File: src/source/mc_bus_pkg.sv
// mc bus shared definitions
package mc_bus_pkg;

   //****************************************
   // widths
   //****************************************
   localparam int unsigned ADDR_W = 16;   // bus address
   localparam int unsigned DATA_W = 16;   // bus data
   localparam int unsigned SEL_W  = 2;    // byte lanes
   localparam int unsigned MEM_AW = 15;   // ram word address, adr[15:1]

   //****************************************
   // address map
   //****************************************
   // top three bits all ones = i/o page, ram lives below 160000
   localparam logic [2:0] RAM_TOP_BITS = 3'o7;

   localparam logic [ADDR_W-1:0] UART1_BASE = 16'o177560;  // console port
   localparam logic [ADDR_W-1:0] UART2_BASE = 16'o176500;  // second serial port
   localparam logic [ADDR_W-1:0] LPT_BASE   = 16'o177514;  // printer
   localparam logic [ADDR_W-1:0] RK_BASE    = 16'o177400;  // rk disk
   localparam logic [ADDR_W-1:0] DW_BASE    = 16'o174000;  // dw hard disk
   localparam logic [ADDR_W-1:0] RX_BASE    = 16'o177170;  // rx01 floppy
   localparam logic [ADDR_W-1:0] MY_BASE    = 16'o172140;  // my floppy
   localparam logic [ADDR_W-1:0] KGD_BASE   = 16'o176640;  // graphics

   // low address bits ignored by each device
   localparam int unsigned UART1_SPAN = 3;
   localparam int unsigned UART2_SPAN = 3;
   localparam int unsigned LPT_SPAN   = 2;
   localparam int unsigned RK_SPAN    = 4;
   localparam int unsigned DW_SPAN    = 5;
   localparam int unsigned RX_SPAN    = 2;
   localparam int unsigned MY_SPAN    = 2;
   localparam int unsigned KGD_SPAN   = 3;

   //****************************************
   // counts and indices
   //****************************************
   localparam int unsigned N_IO = 8;    // i/o page devices
   localparam int unsigned N_SD = 4;    // sd card users

   // card users, index order is also grant priority
   localparam int unsigned SD_RK = 0;
   localparam int unsigned SD_DW = 1;
   localparam int unsigned SD_DX = 2;
   localparam int unsigned SD_MY = 3;

   localparam int unsigned SD_FILTER_DEPTH = 2;  // request sync stages

   // card lines while nobody holds the card
   localparam logic SD_DEF_CS   = 1'b1;   // deselected
   localparam logic SD_DEF_MOSI = 1'b1;   // idle high
   localparam logic SD_DEF_SCLK = 1'b0;

   //****************************************
   // types
   //****************************************
   typedef struct packed {
      logic              cyc;    // cycle open
      logic              stb;    // transfer strobe
      logic              we;     // 1 = write
      logic [SEL_W-1:0]  sel;    // byte lanes
      logic [ADDR_W-1:0] adr;
      logic [DATA_W-1:0] dat;    // write data
   } bus_req_t;                  // 37 bits

   typedef struct packed {
      logic [DATA_W-1:0] dat;    // read data
      logic              ack;
   } bus_rsp_t;                  // 17 bits

   // uart1 is bit 7, kgd is bit 0 when viewed as a vector
   typedef struct packed {
      logic uart1;
      logic uart2;
      logic lpt;
      logic rk;
      logic dw;
      logic rx;
      logic my;
      logic kgd;
   } io_sel_t;

   typedef struct packed {
      logic cs;
      logic mosi;
      logic sclk;
   } spi_lines_t;

   typedef logic [N_SD-1:0] sd_vec_t;   // one bit per card user

endpackage
File: src/source/sd_access_arbiter.sv
// sd card access dispatcher
`timescale 1ns/1ps

module sd_access_arbiter
   import mc_bus_pkg::*;
(
   input  logic       clk_sys,
   input  logic       rst_n_i,
   input  sd_vec_t    sd_req_i,            // request per controller
   input  spi_lines_t sd_lines_i [N_SD],   // each controller's card lines
   output sd_vec_t    sd_gnt_o,
   output spi_lines_t sd_card_o            // to the card
);

   //****************************************
   // request filters
   //****************************************
   logic [SD_FILTER_DEPTH-1:0] req_sh_q [N_SD];   // shift per user
   sd_vec_t                    req_f;             // filtered requests
   sd_vec_t                    gnt_q;             // one-hot or zero

   always_ff @(posedge clk_sys) begin
      if (!rst_n_i) begin
         for (int i = 0; i < N_SD; i++) begin
            req_sh_q[i] <= '0;
         end
      end else begin
         for (int i = 0; i < N_SD; i++) begin
            // new sample in at bit 0
            req_sh_q[i] <= {req_sh_q[i][SD_FILTER_DEPTH-2:0], sd_req_i[i]};
         end
      end
   end

   always_comb begin
      for (int i = 0; i < N_SD; i++) begin
         req_f[i] = req_sh_q[i][SD_FILTER_DEPTH-1];   // last stage
      end
   end

   //****************************************
   // grant state
   //****************************************
   always_ff @(posedge clk_sys) begin
      if (!rst_n_i) begin
         gnt_q <= '0;
      end else if (gnt_q == '0) begin
         // card free, fixed priority scan
         if (req_f[SD_RK]) begin
            gnt_q[SD_RK] <= 1'b1;
         end else if (req_f[SD_DW]) begin
            gnt_q[SD_DW] <= 1'b1;
         end else if (req_f[SD_DX]) begin
            gnt_q[SD_DX] <= 1'b1;
         end else if (req_f[SD_MY]) begin
            gnt_q[SD_MY] <= 1'b1;
         end
      end else if ((gnt_q & req_f) == '0) begin
         gnt_q <= '0;   // holder let go, free for one cycle
      end
   end

   assign sd_gnt_o = gnt_q;

   //****************************************
   // card line mux
   //****************************************
   always_comb begin
      sd_card_o.cs   = SD_DEF_CS;     // nobody holds the card
      sd_card_o.mosi = SD_DEF_MOSI;
      sd_card_o.sclk = SD_DEF_SCLK;
      for (int i = 0; i < N_SD; i++) begin
         if (gnt_q[i]) begin
            sd_card_o = sd_lines_i[i];   // grant is one-hot
         end
      end
   end

endmodule

File: config.mk
export PLATFORM = sky130hd
export DESIGN_NAME = sd_access_arbiter
export DESIGN_NICKNAME = d
export VERILOG_FILES = /design/src/source/mc_bus_pkg.sv /design/src/source/sd_access_arbiter.sv
export SDC_FILE = /design/constraint.sdc
export NUM_CORES = 1
export LEC_CHECK = 0
export BUFFER_PORTS_ARGS = -buffer_cell sky130_fd_sc_hd__buf_2
export CAP_MARGIN = 20
export CORE_AREA = 2 2 39 41
export CTS_BUF_LIST = sky130_fd_sc_hd__clkbuf_4
export DETAILED_ROUTE_END_ITERATION = 8
export DIE_AREA = 0 0 41 43
export PLACE_DENSITY = 0.75
export SLEW_MARGIN = 20
export SYNTH_ARGS = -nofsm -noshare
export SYNTH_HDL_FRONTEND = slang
export SYNTH_SLANG_ARGS = --single-unit
export TNS_END_PERCENT = 1
File: constraint.sdc
create_clock -name clk_sys -period 2.1 [get_ports clk_sys]
set_input_delay 0.105 -clock clk_sys [delete_from_list [all_inputs] [get_ports clk_sys]]
set_output_delay 0.105 -clock clk_sys [all_outputs]
set_load 0.005 [all_outputs]
== Yosys cells after proc, flatten, opt, wreduce, memory -nomap -nowiden ==
Memory sizes are Yosys's and may differ from the RTL's.
Cells that the tools add are included.
Storage, ports and cells
  logic and storage cells: 43
  memories kept: 1
  output and inout bits: 7
  bits of input ports: 18
  memory bits (writable): 8
  register bits after elaboration: 4
Cells by class
  mux-type cells: 19
  bitwise logic cells: 5
  equal/unequal tests: 7
  reduce and logical (&&, ||, !) cells: 7
Memory list
  req_sh_q: words 4, width 2, read ports 4, clocked after Yosys merged registers in 0, write ports 4, RTL line sd_access_arbiter.sv:18  | logic [SD_FILTER_DEPTH-1:0] req_sh_q [N_SD];
Operator list (number)
  $mux W3: 5
  $ne A2 B2 Y1 const B: 7
  $mux W2: 5
  $logic_not A4 Y1: 2
  $mux W4: 2
  $mux W1: 7
  $reduce_and A5 Y1: 1
  $and A4 B4 Y4: 1
  $or A1 B1 Y1: 4
  $reduce_and A4 Y1: 1
  $reduce_and A3 Y1: 1
  $reduce_and A2 Y1: 1
  $reduce_bool A2 Y1: 1

== Logic depth before layout (Yosys ltp) ==
Gate-level depths: netlist of the first run.
  word-level depth: 5
  gate-level depth with buffers: 4
  gate-level depth less buffers: 3

== Worst setup path before layout of the first run ==
OpenSTA, ideal clock, no wires.
  kind: reg2reg
  start point: register gnt_q[2], in the netlist sd_gnt_o[2]
  end point: register gnt_q[3], in the netlist sd_gnt_o[3]
  setup time: 0.058 ns
  period minus slack after synthesis: 1.382 ns
  buffers on the path: 1
  required time: 2.042 ns
  arrival: 1.323 ns
  cell stages (with the launch flop): 5
  setup slack: 0.718 ns
  cells stage by stage: dfxtp_1 buf_6 or4_4 nor4_2 o211a_1
Between the ends
  longest elaborated chain between the ends: 4
  elaborated cells between the ends (all ways): 10
  classes of those cells: eq/ne (4); mux (1); bitwise (1); reduce/logical (4)
RTL lines
  from (decl): RTL line sd_access_arbiter.sv:20  | sd_vec_t gnt_q;
  from (signal assigned): RTL line sd_access_arbiter.sv:46  | gnt_q <= '0;
  from (signal, indexed assignment): RTL line sd_access_arbiter.sv:50  | gnt_q[SD_RK] <= 1'b1;
  from (signal, indexed assignment): RTL line sd_access_arbiter.sv:52  | gnt_q[SD_DW] <= 1'b1;
  $and A4 B4 Y4: RTL line sd_access_arbiter.sv:58  | end else if ((gnt_q & req_f) == '0) begin
  $logic_not A4 Y1: RTL line sd_access_arbiter.sv:58
  $reduce_bool A2 Y1 (no line)
  $reduce_and A5 Y1 (no line)
Several ways; a longest one is shown, not always the timed one.
A chain may end at the register's enable or synchronous reset.

==> results of run 1 <==
logic make-up after synthesis:
| kind of cell | count (synthesis) | synth area share, % |
|---|---|---|
| multiplexers | 2 | 4.245 |
| flip-flops | 12 | 45.28 |
| AND/OR/NAND/NOR | 24 | 28.06 |
| AO/OA/AOI/OAI | 12 | 17.45 |
| buffers and inverters | 5 | 4.952 |
layer usage:
layer | GRT usage (%) | routed length [um] | part of all wire (%)
met1 | 12.13 | 460 | 44
met2 | 18.75 | 465 | 45
met3 | 1.571 | 109 | 11
met4 | 8.000 | 0 | 0
met5 | 0 | 0 | 0
sequential cells by signal, indices dropped and copies added, names as in the netlist:
signal,flops
req_sh_q,8
sd_gnt_o,4
cells in the mapped netlist (all sizes together):
library cell  instances  area share, %
mux2                  2            4.2
and2                  8            9.4
nand2                 4            2.8
buf                   1            2.1
nand3                 1           0.94
clkbuf                1           0.71
a222oi                1            1.9
a21boi                1            1.4
dfxtp                12             45
nor2b                 2            2.4
inv                   3            2.1
nand2b                1            1.2
nor3                  2            1.9
nor4                  1            2.4
or4                   1            2.1
o21ai                 1           0.94
o31ai                 2            2.8
a21oi                 2            1.9
a22o                  1            1.7
a31o                  1            1.7
nor3b                 2            2.8
o211a                 2            3.8
nand3b                1            1.4
nor2                  1           0.71
o21a                  1            1.4
through the flow:
step	worst slack, ns	util (%)	instance area (um2)	hold WS, ns	power [mW]
2_1_floorplan	0.7185	-	530.5	0.2267	0.2944
3_3_place_gp	0.7264	47.38	655.6	0.3065	0.3223
3_5_place_dp	0.6903	47.38	655.6	0.3139	0.3248
4_1_cts	0.5550	49.01	678.2	0.03264	0.4600
5_1_grt	0.4639	49.01	678.2	0.03529	0.4747
6_report	0.5803	49.01	678.2	0.03777	0.4517
power groups by stage:
stage               Sequential, mW  Clock (mW)  Combinational, mW
finish                       0.250       0.133             0.0685
global route                 0.252       0.146             0.0775
CTS                          0.250       0.140             0.0698
detailed placement           0.256           0             0.0692
global placement             0.255           0             0.0675
floorplan                    0.252           0             0.0427
worst max-delay path by stage:
stage / depth (start not counted) / slack, ns / startpoint / end
detailed placement: 3 / 0.69 / sd_gnt_o[3] / sd_gnt_o[3]
CTS: 4 / 0.55 / sd_gnt_o[0] / sd_card_o[2]
floorplan: 4 / 0.72 / sd_gnt_o[2] / sd_gnt_o[3]
finish: 4 / 0.58 / sd_gnt_o[1] / sd_card_o[1]
global placement: 3 / 0.73 / sd_gnt_o[3] / sd_gnt_o[3]
global route: 4 / 0.46 / sd_gnt_o[0] / sd_card_o[2]
layout make-up:
cell class | count | area, um2 | share of cell area [%]
clock buffer | 3 | 22.52 | 3.321
inverter | 3 | 11.26 | 1.661
multi-input combinational | 38 | 264.0 | 38.93
sequential | 12 | 240.2 | 35.42
tap | 16 | 20.02 | 2.952
timing repair buffer | 24 | 120.1 | 17.71
==> results.cfg, run 1 <==
[outcome]
outcome = finished, final reports clean

[timing]
fin_tns_setup_ns = 0
timing_max_transition_violations_final = 0
setup-violations-final = 0
rsz0062_at_grt = no
timing.slew.headroom_pct = 77.25
final_period_minus_worst_setup_slack_ns = 1.520
timing_worst_slew_pin_value_ns = 0.3412
period_share_pct = 72.37
fmax_mhz = 658.0
fin_worst_skew_ns = 0.002318
final_hold_viol_count = 0

[clocking]
h-tree-depth = 1
clock_sinks = 12
clock_latency_ns = 0.26
ctsLongestPathBuffers = 2
clkSlewWorstSetupHoldPaths_ns = 0.07
cts.root.buffer_cell = clkbuf_4
number_of_buffers_inserted_during_clock_tree_synthesis = 3
cts.repair_timing.setup_buffer_count = 0
postCtsResizedCells = 0
cts.hold.buffers_added = 0
cts_tree = yes

[worst_setup_path]
setup.worst_path.class = register to output port
crit_path_required_time_ns = 2.00
reg2reg_setup_slack_ns = 0.67
worst-path-max-fanout = 10
critical_path.reg2reg.startpoint = sd_gnt_o[3]
timing.critical_path.max_delay_family = flip-flops
r2r_cells = 3
worstPathCellList = nor2b_1, o31ai_1, mux2_2, buf_2
timing.critical_path.arrival_ns = 1.41
crit_path_top_delay_cell = dfxtp_1
timing.critical_path.from_type = register
r2r_end = sd_gnt_o[3]
setup.worst_path.end_class = output port
critical-path-max-stage-delay_ns = 0.49
buffers_plus_inverters_on_the_worst_setup_path = 1

[pwr]
total_leakage_power_nw = 0.3177
internal-power_mw = 0.3460
sw_frac_of_total_pct = 23.38
p_comb_share_pct = 15.2
power.sequential.fraction_pct = 55.4
clock_power_share_pct = 29.4
netSwitchingPower_mw = 0.1056
power-per-cell-area_mw_per_mm2 = 666.0
worst_ir_drop_vdd_mv = 0.3731

[layout]
diodes = 0
nFillCells = 140
layout.cells.most_common_list = buf_2, dfxtp_1, and2_1, nand2_1
most_common_library_cell_in_the_layout_ignoring_fill_and_taps = buf_2
layout.cells.non_filler = 96
finalNetCount = 100
drive_gt1_share_pct = 38.75
area.growth.synth_to_final_pct = 27.83

[route]
detail_route.wl_per_cell_um = 10.78
first_iter_violations = 14
detailedRoute.firstPassIterationCount = 4
final_antenna_net_count = 0
dr_total_vias = 476
totalWireLength_um = 1035
viasPerCell = 4.958
drc = 0

[synthesis]
ys_seq_elements = 12
synth.net_count = 73
syn_avg_cell_area_um2 = 9.646
yosysSeqAreaShare_pct = 45.28
synth.cell_area_um2 = 530.5
cell_variety_after_synth = 25
synthesis.instances = 55
synthesis.yosys.warnings = 0

[global_routing]
track_usage_pct = 11.31
first_global_vias = 361
global_route_wire_length_before_repair_um = 1359
grt_antenna_before_repair = 0
gr-total-overflow = 0
grt_max_degree = 14

[min_path]
timing.hold.worst.start = sd_req_i[3]
hold_path.class = input port to register
hold_path_depth = 2
hold_path_sink = req_sh_q[3][0]

[placed_design]
dp.cells = 93
place_hpwl_um = 743.5
io_buffers = 24
place.gp.congestion = 0.6329

[floorplanning]
placementRows = 14
die_x_um = 41
chipHeight_um = 43
initial_core_util_pct = 38.34
total_die_area_mm2 = 0.001763
boundaryPins = 25
placeableCoreArea_mm2 = 0.001384

[run]
max_cap_viol_count = 0
(Power assumes the default switching activity.)
==> inputs of run 2 (changes only) <==
clock period = 1.45 ns   (was 2.1 ns; I/O delays follow)
==> run 2 against run 1 <==
Against the previous run: worst hold slack got worse by 0.030 ns; die area did not move; total power rose by 49%; largest cell class unchanged; largest power group unchanged; core utilization rose by 4.8 points; sequential power rose by 43%.
==> results.cfg, run 2 (same netlist as run 1, synthesis figures left out) <==
[worst_setup_path]
cp_common_cell = buf_6
worstPathCellList = buf_6, nor3b_2, o31ai_2, mux2_4, buf_6
setup.worst_path.end_class = output port
buffers_plus_inverters_on_the_worst_setup_path = 2
critical-path-max-stage-delay_ns = 0.33
crit_path_required_time_ns = 1.38
timing.critical_path.max_delay_family = flip-flops
timing.critical_path.from_type = register
worst-path-max-fanout = 5
crit_path_top_delay_cell = dfxtp_2
timing.critical_path.arrival_ns = 1.35
setup.worst_path.class = register to output port

[timing]
period_share_pct = 97.87
fmax_mhz = 704.7
final_hold_viol_count = 0
timing.slew.headroom_pct = 75.27
timing_worst_slew_pin_value_ns = 0.3710
timing_max_transition_violations_final = 0
rsz0062_at_grt = yes
fin_worst_skew_ns = 0.0004106
holdWs_ns = 0.007838
setup-violations-final = 0
final_period_minus_worst_setup_slack_ns = 1.419

[pwr]
total_leakage_power_nw = 0.3556
power-per-cell-area_mw_per_mm2 = 901.4
worst_ir_drop_vdd_mv = 0.5807

[clocking]
h-tree-depth = 1
number_of_buffers_inserted_during_clock_tree_synthesis = 3
cts.hold.buffers_added = 0
clock_sinks = 12
clkSlewWorstSetupHoldPaths_ns = 0.06
clock_latency_ns = 0.26
ctsLongestPathBuffers = 2
cts.repair_timing.setup_buffer_count = 0
cts.root.buffer_cell = clkbuf_4
cts_tree = yes

[layout]
most_common_library_cell_in_the_layout_ignoring_fill_and_taps = buf_2
layout.cells.most_common_list = buf_2, dfxtp_1, and2_1, nand2_1
nFillCells = 137
final_util_pct = 53.80
area.growth.synth_to_final_pct = 40.33
largest_register_ff_count = 8
diodes = 0
finalNetCount = 104
top_register = req_sh_q
final_area_um2 = 744.5
drive_gt1_share_pct = 48.81

[global_routing]
grt_max_degree = 14
global_route_wire_length_before_repair_um = 1511
track_usage_pct = 12.65
gr-total-overflow = 0
grt_antenna_before_repair = 0
first_global_vias = 426

[floorplanning]
placeableCoreArea_mm2 = 0.001384
chipHeight_um = 43
placementRows = 14
total_die_area_mm2 = 0.001763
boundaryPins = 25
die_x_um = 41
initial_core_util_pct = 38.34

[route]
drc = 0
detailedRoute.firstPassIterationCount = 4
final_antenna_net_count = 0
first_iter_violations = 9
dr_total_vias = 511
totalWireLength_um = 1074
viasPerCell = 5.110
detail_route.wl_per_cell_um = 10.74

[placed_design]
io_buffers = 24
place.gp.congestion = 0.6997
postPlaceCellArea_um2 = 678.2
place_hpwl_um = 778.7

[min_path]
hold_path.class = input port to register

[outcome]
outcome = finished, final reports clean

[run]
max_cap_viol_count = 0
==> run 2: worst reg2reg max path, cell delays in order (launching register included) <==
cell     delay, ns
dfxtp_1       0.34
or4_4         0.57
nor4_2        0.24
o211a_1       0.16
==> run 2: area by class of cell <==
class                      count  area (um2)  share of cell area (%)
timing repair buffer          28       157.7                   21.18
inverter                       3       11.26                   1.513
multi-input combinational     38       290.3                   38.99
sequential                    12       242.7                   32.61
clock buffer                   3       22.52                   3.025
tap                           16       20.02                   2.689
==> run 2: final timing paths <==
check                       from        endpoint  slack [ns]  cells after the start
setup reg to reg     sd_gnt_o[3]     sd_gnt_o[3]        0.08                      3
hold reg to reg   req_sh_q[1][0]  req_sh_q[1][1]        0.43                      1
setup / recovery     sd_gnt_o[1]    sd_card_o[1]        0.03                      5
hold / removal       sd_req_i[3]  req_sh_q[3][0]       0.008                      2
==> run 2: what timing repair did <==
action	in CTS	in global routing
gates cloned	0	1
setup endpoints to repair	2	3
gates resized for setup	3	7
pin swaps	0	6
==> run 2: per-stage QoR <==
stage,worst slack [ns],power (mW),setup TNS [ns],instances
floorplan,0.06850,0.4264,0,55
global placement,0.1474,0.4722,0,96
detailed placement,0.08236,0.4747,0,96
CTS,0.01776,0.6721,0,99
global route,-0.01497,0.7082,-0.01859,100
finish,0.03094,0.6711,0,100
==> run 2: per-layer routing <==
layer | track usage, % | vias to the layer above | part of all wire [%]
li1 | - | 252 | -
met1 | 11.88 | 231 | 40
met2 | 22.19 | 26 | 49
met3 | 1.571 | 2 | 9.3
met4 | 10.00 | 0 | 1.8
met5 | 0 | - | 0
==> run 2: where the power goes <==
group          internal (mW)  switching (mW)
clock network         0.0959          0.0946
registers              0.346          0.0112
logic                 0.0738          0.0493
==> inputs of run 3 (changes only) <==
==> constraint.sdc (replaced) <==
create_clock -name clk_sys -period 1.45 [get_ports clk_sys]
set_input_delay 0.435 -clock clk_sys [delete_from_list [all_inputs] [get_ports clk_sys]]
set_output_delay 0.435 -clock clk_sys [all_outputs]
set_load 0.005 [all_outputs]
==> run 3 against run 2 <==
Against the previous run: the run now ends with negative setup slack left; critical path depth fell by 1; sequential share of layout area grew 0.62 points; global-route usage up 0.94 points; non-clock buffer count did not move; fmax decreased by 16%; cell count grew 1.0%; sequential power up 1%; count of clock-buffer cells in the layout unchanged; core utilization rose by 0.090 points; critical path type unchanged.
==> results.cfg, run 3 (same netlist as run 1, synthesis figures left out) <==
[route]
dr_total_vias = 496
drc = 0
final_antenna_net_count = 0
detailedRoute.firstPassIterationCount = 4
detail_route.wl_per_cell_um = 10.20
first_iter_violations = 5
viasPerCell = 4.911
totalWireLength_um = 1030

[global_routing]
first_global_vias = 423
gr-total-overflow = 0
global_route_wire_length_before_repair_um = 1573
grt_max_degree = 14
track_usage_pct = 13.59
grt_antenna_before_repair = 0

[layout]
diodes = 0
area.growth.synth_to_final_pct = 40.57
finalNetCount = 104
drive_gt1_share_pct = 49.41
most_common_library_cell_in_the_layout_ignoring_fill_and_taps = buf_2
layout.cells.most_common_list = buf_2, and2_1, dfxtp_1, nand2_1, buf_4
top_register = req_sh_q
largest_register_ff_count = 8

[worst_setup_path]
buffers_plus_inverters_on_the_worst_setup_path = 1
timing.critical_path.from_type = register
setup.worst_path.end_class = output port
crit_path_required_time_ns = 1.02
timing.critical_path.arrival_ns = 1.26
worst-path-max-fanout = 7
critical-path-max-stage-delay_ns = 0.37
setup.worst_path.class = register to output port
worstPathCellList = nor3b_2, o31ai_1, mux2_2, buf_2
crit_path_top_delay_cell = dfxtp_4
timing.critical_path.max_delay_family = flip-flops

[timing]
holdWs_ns = 0.3707
rsz0062_at_grt = yes
final_hold_viol_count = 0
timing_worst_slew_pin_value_ns = 0.3457
period_share_pct = 117.0
setup_ws_ns = -0.2469
timing_max_transition_violations_final = 0
timing.slew.headroom_pct = 76.95
fin_tns_setup_ns = -0.6949
fmax_mhz = 589.3
fin_worst_skew_ns = 0.004980
setup-violations-final = 3
final_period_minus_worst_setup_slack_ns = 1.697

[clocking]
ctsLongestPathBuffers = 2
cts.root.buffer_cell = clkbuf_4
h-tree-depth = 1
cts.hold.buffers_added = 0
cts.repair_timing.setup_buffer_count = 0
cts_tree = yes
clock_sinks = 12
number_of_buffers_inserted_during_clock_tree_synthesis = 3
clock_latency_ns = 0.26
clkSlewWorstSetupHoldPaths_ns = 0.07

[pwr]
total_leakage_power_nw = 0.3491
sw_frac_of_total_pct = 23.78
power.sequential.fraction_pct = 53.7
clock_power_share_pct = 29.4
p_comb_share_pct = 16.9
power-per-cell-area_mw_per_mm2 = 902.5
fin_total_pwr_mw = 0.6730
internal-power_mw = 0.5130
worst_ir_drop_vdd_mv = 0.4890
netSwitchingPower_mw = 0.1601

[floorplanning]
chipHeight_um = 43
placeableCoreArea_mm2 = 0.001384
initial_core_util_pct = 38.34
placementRows = 14
boundaryPins = 25
total_die_area_mm2 = 0.001763
die_x_um = 41

[placed_design]
io_buffers = 24
place_hpwl_um = 766.5
place.gp.congestion = 0.6886

[run]
max_cap_viol_count = 0

[outcome]
failed_checks = negative setup slack
outcome = finished, violations left

[min_path]
hold_path.class = input port to register
run 3: worst paths after layout:
path,start,cells after the start,end,slack (ns)
worst min-delay path,sd_req_i[3],2,req_sh_q[3][0],0.37
worst min register to register,req_sh_q[3][0],1,req_sh_q[3][1],0.43
worst max register to register,sd_gnt_o[0],4,sd_gnt_o[3],0.01
worst max-delay path,sd_gnt_o[1],4,sd_card_o[1],-0.25
run 3: routing by layer:
layer / vias to the layer above / share of wire, % / GRT usage (%)
met4: 0 / 0.97 / 10.00
met1: 213 / 42 / 12.96
met5: - / 0 / 0
li1: 257 / - / -
met2: 24 / 48 / 23.13
met3: 2 / 8.8 / 3.141
run 3: area by class of cell:
class	count	area, um2
well taps	16	20.02
clock inverters	1	3.754
repair buffers	28	150.1
inverters	3	11.26
fillers	138	638.1
clock buffers	3	22.52
flip-flops and latches	12	247.7
multi-input cells	38	290.3
run 3: repair_timing:
action | 4_1_cts | 5_1_grt
pin swaps | 4 | 1
setup endpoints to repair | 5 | 6
endpoints found under the hold margin | 0 | 0
gates resized for setup | 9 | 1
run 3: power by group through the flow:
stage	logic [mW]	clock network [mW]	registers, mW
6_report	0.114	0.198	0.362
2_1_floorplan	0.0618	0	0.365
5_1_grt	0.128	0.239	0.364
3_3_place_gp	0.105	0	0.368
3_5_place_dp	0.108	0	0.368
4_1_cts	0.114	0.208	0.361
run 3: stage by stage:
stage          setup WS [ns]  area (um2)  utilization, %  cells
2_1_floorplan        0.06850       530.5               -     55
3_3_place_gp         -0.1534       685.7           49.55     97
3_5_place_dp         -0.1676       685.7           49.55     97
4_1_cts              -0.2454       744.5           53.80    101
5_1_grt              -0.3382       745.7           53.89    101
6_report             -0.2469       745.7           53.89    101
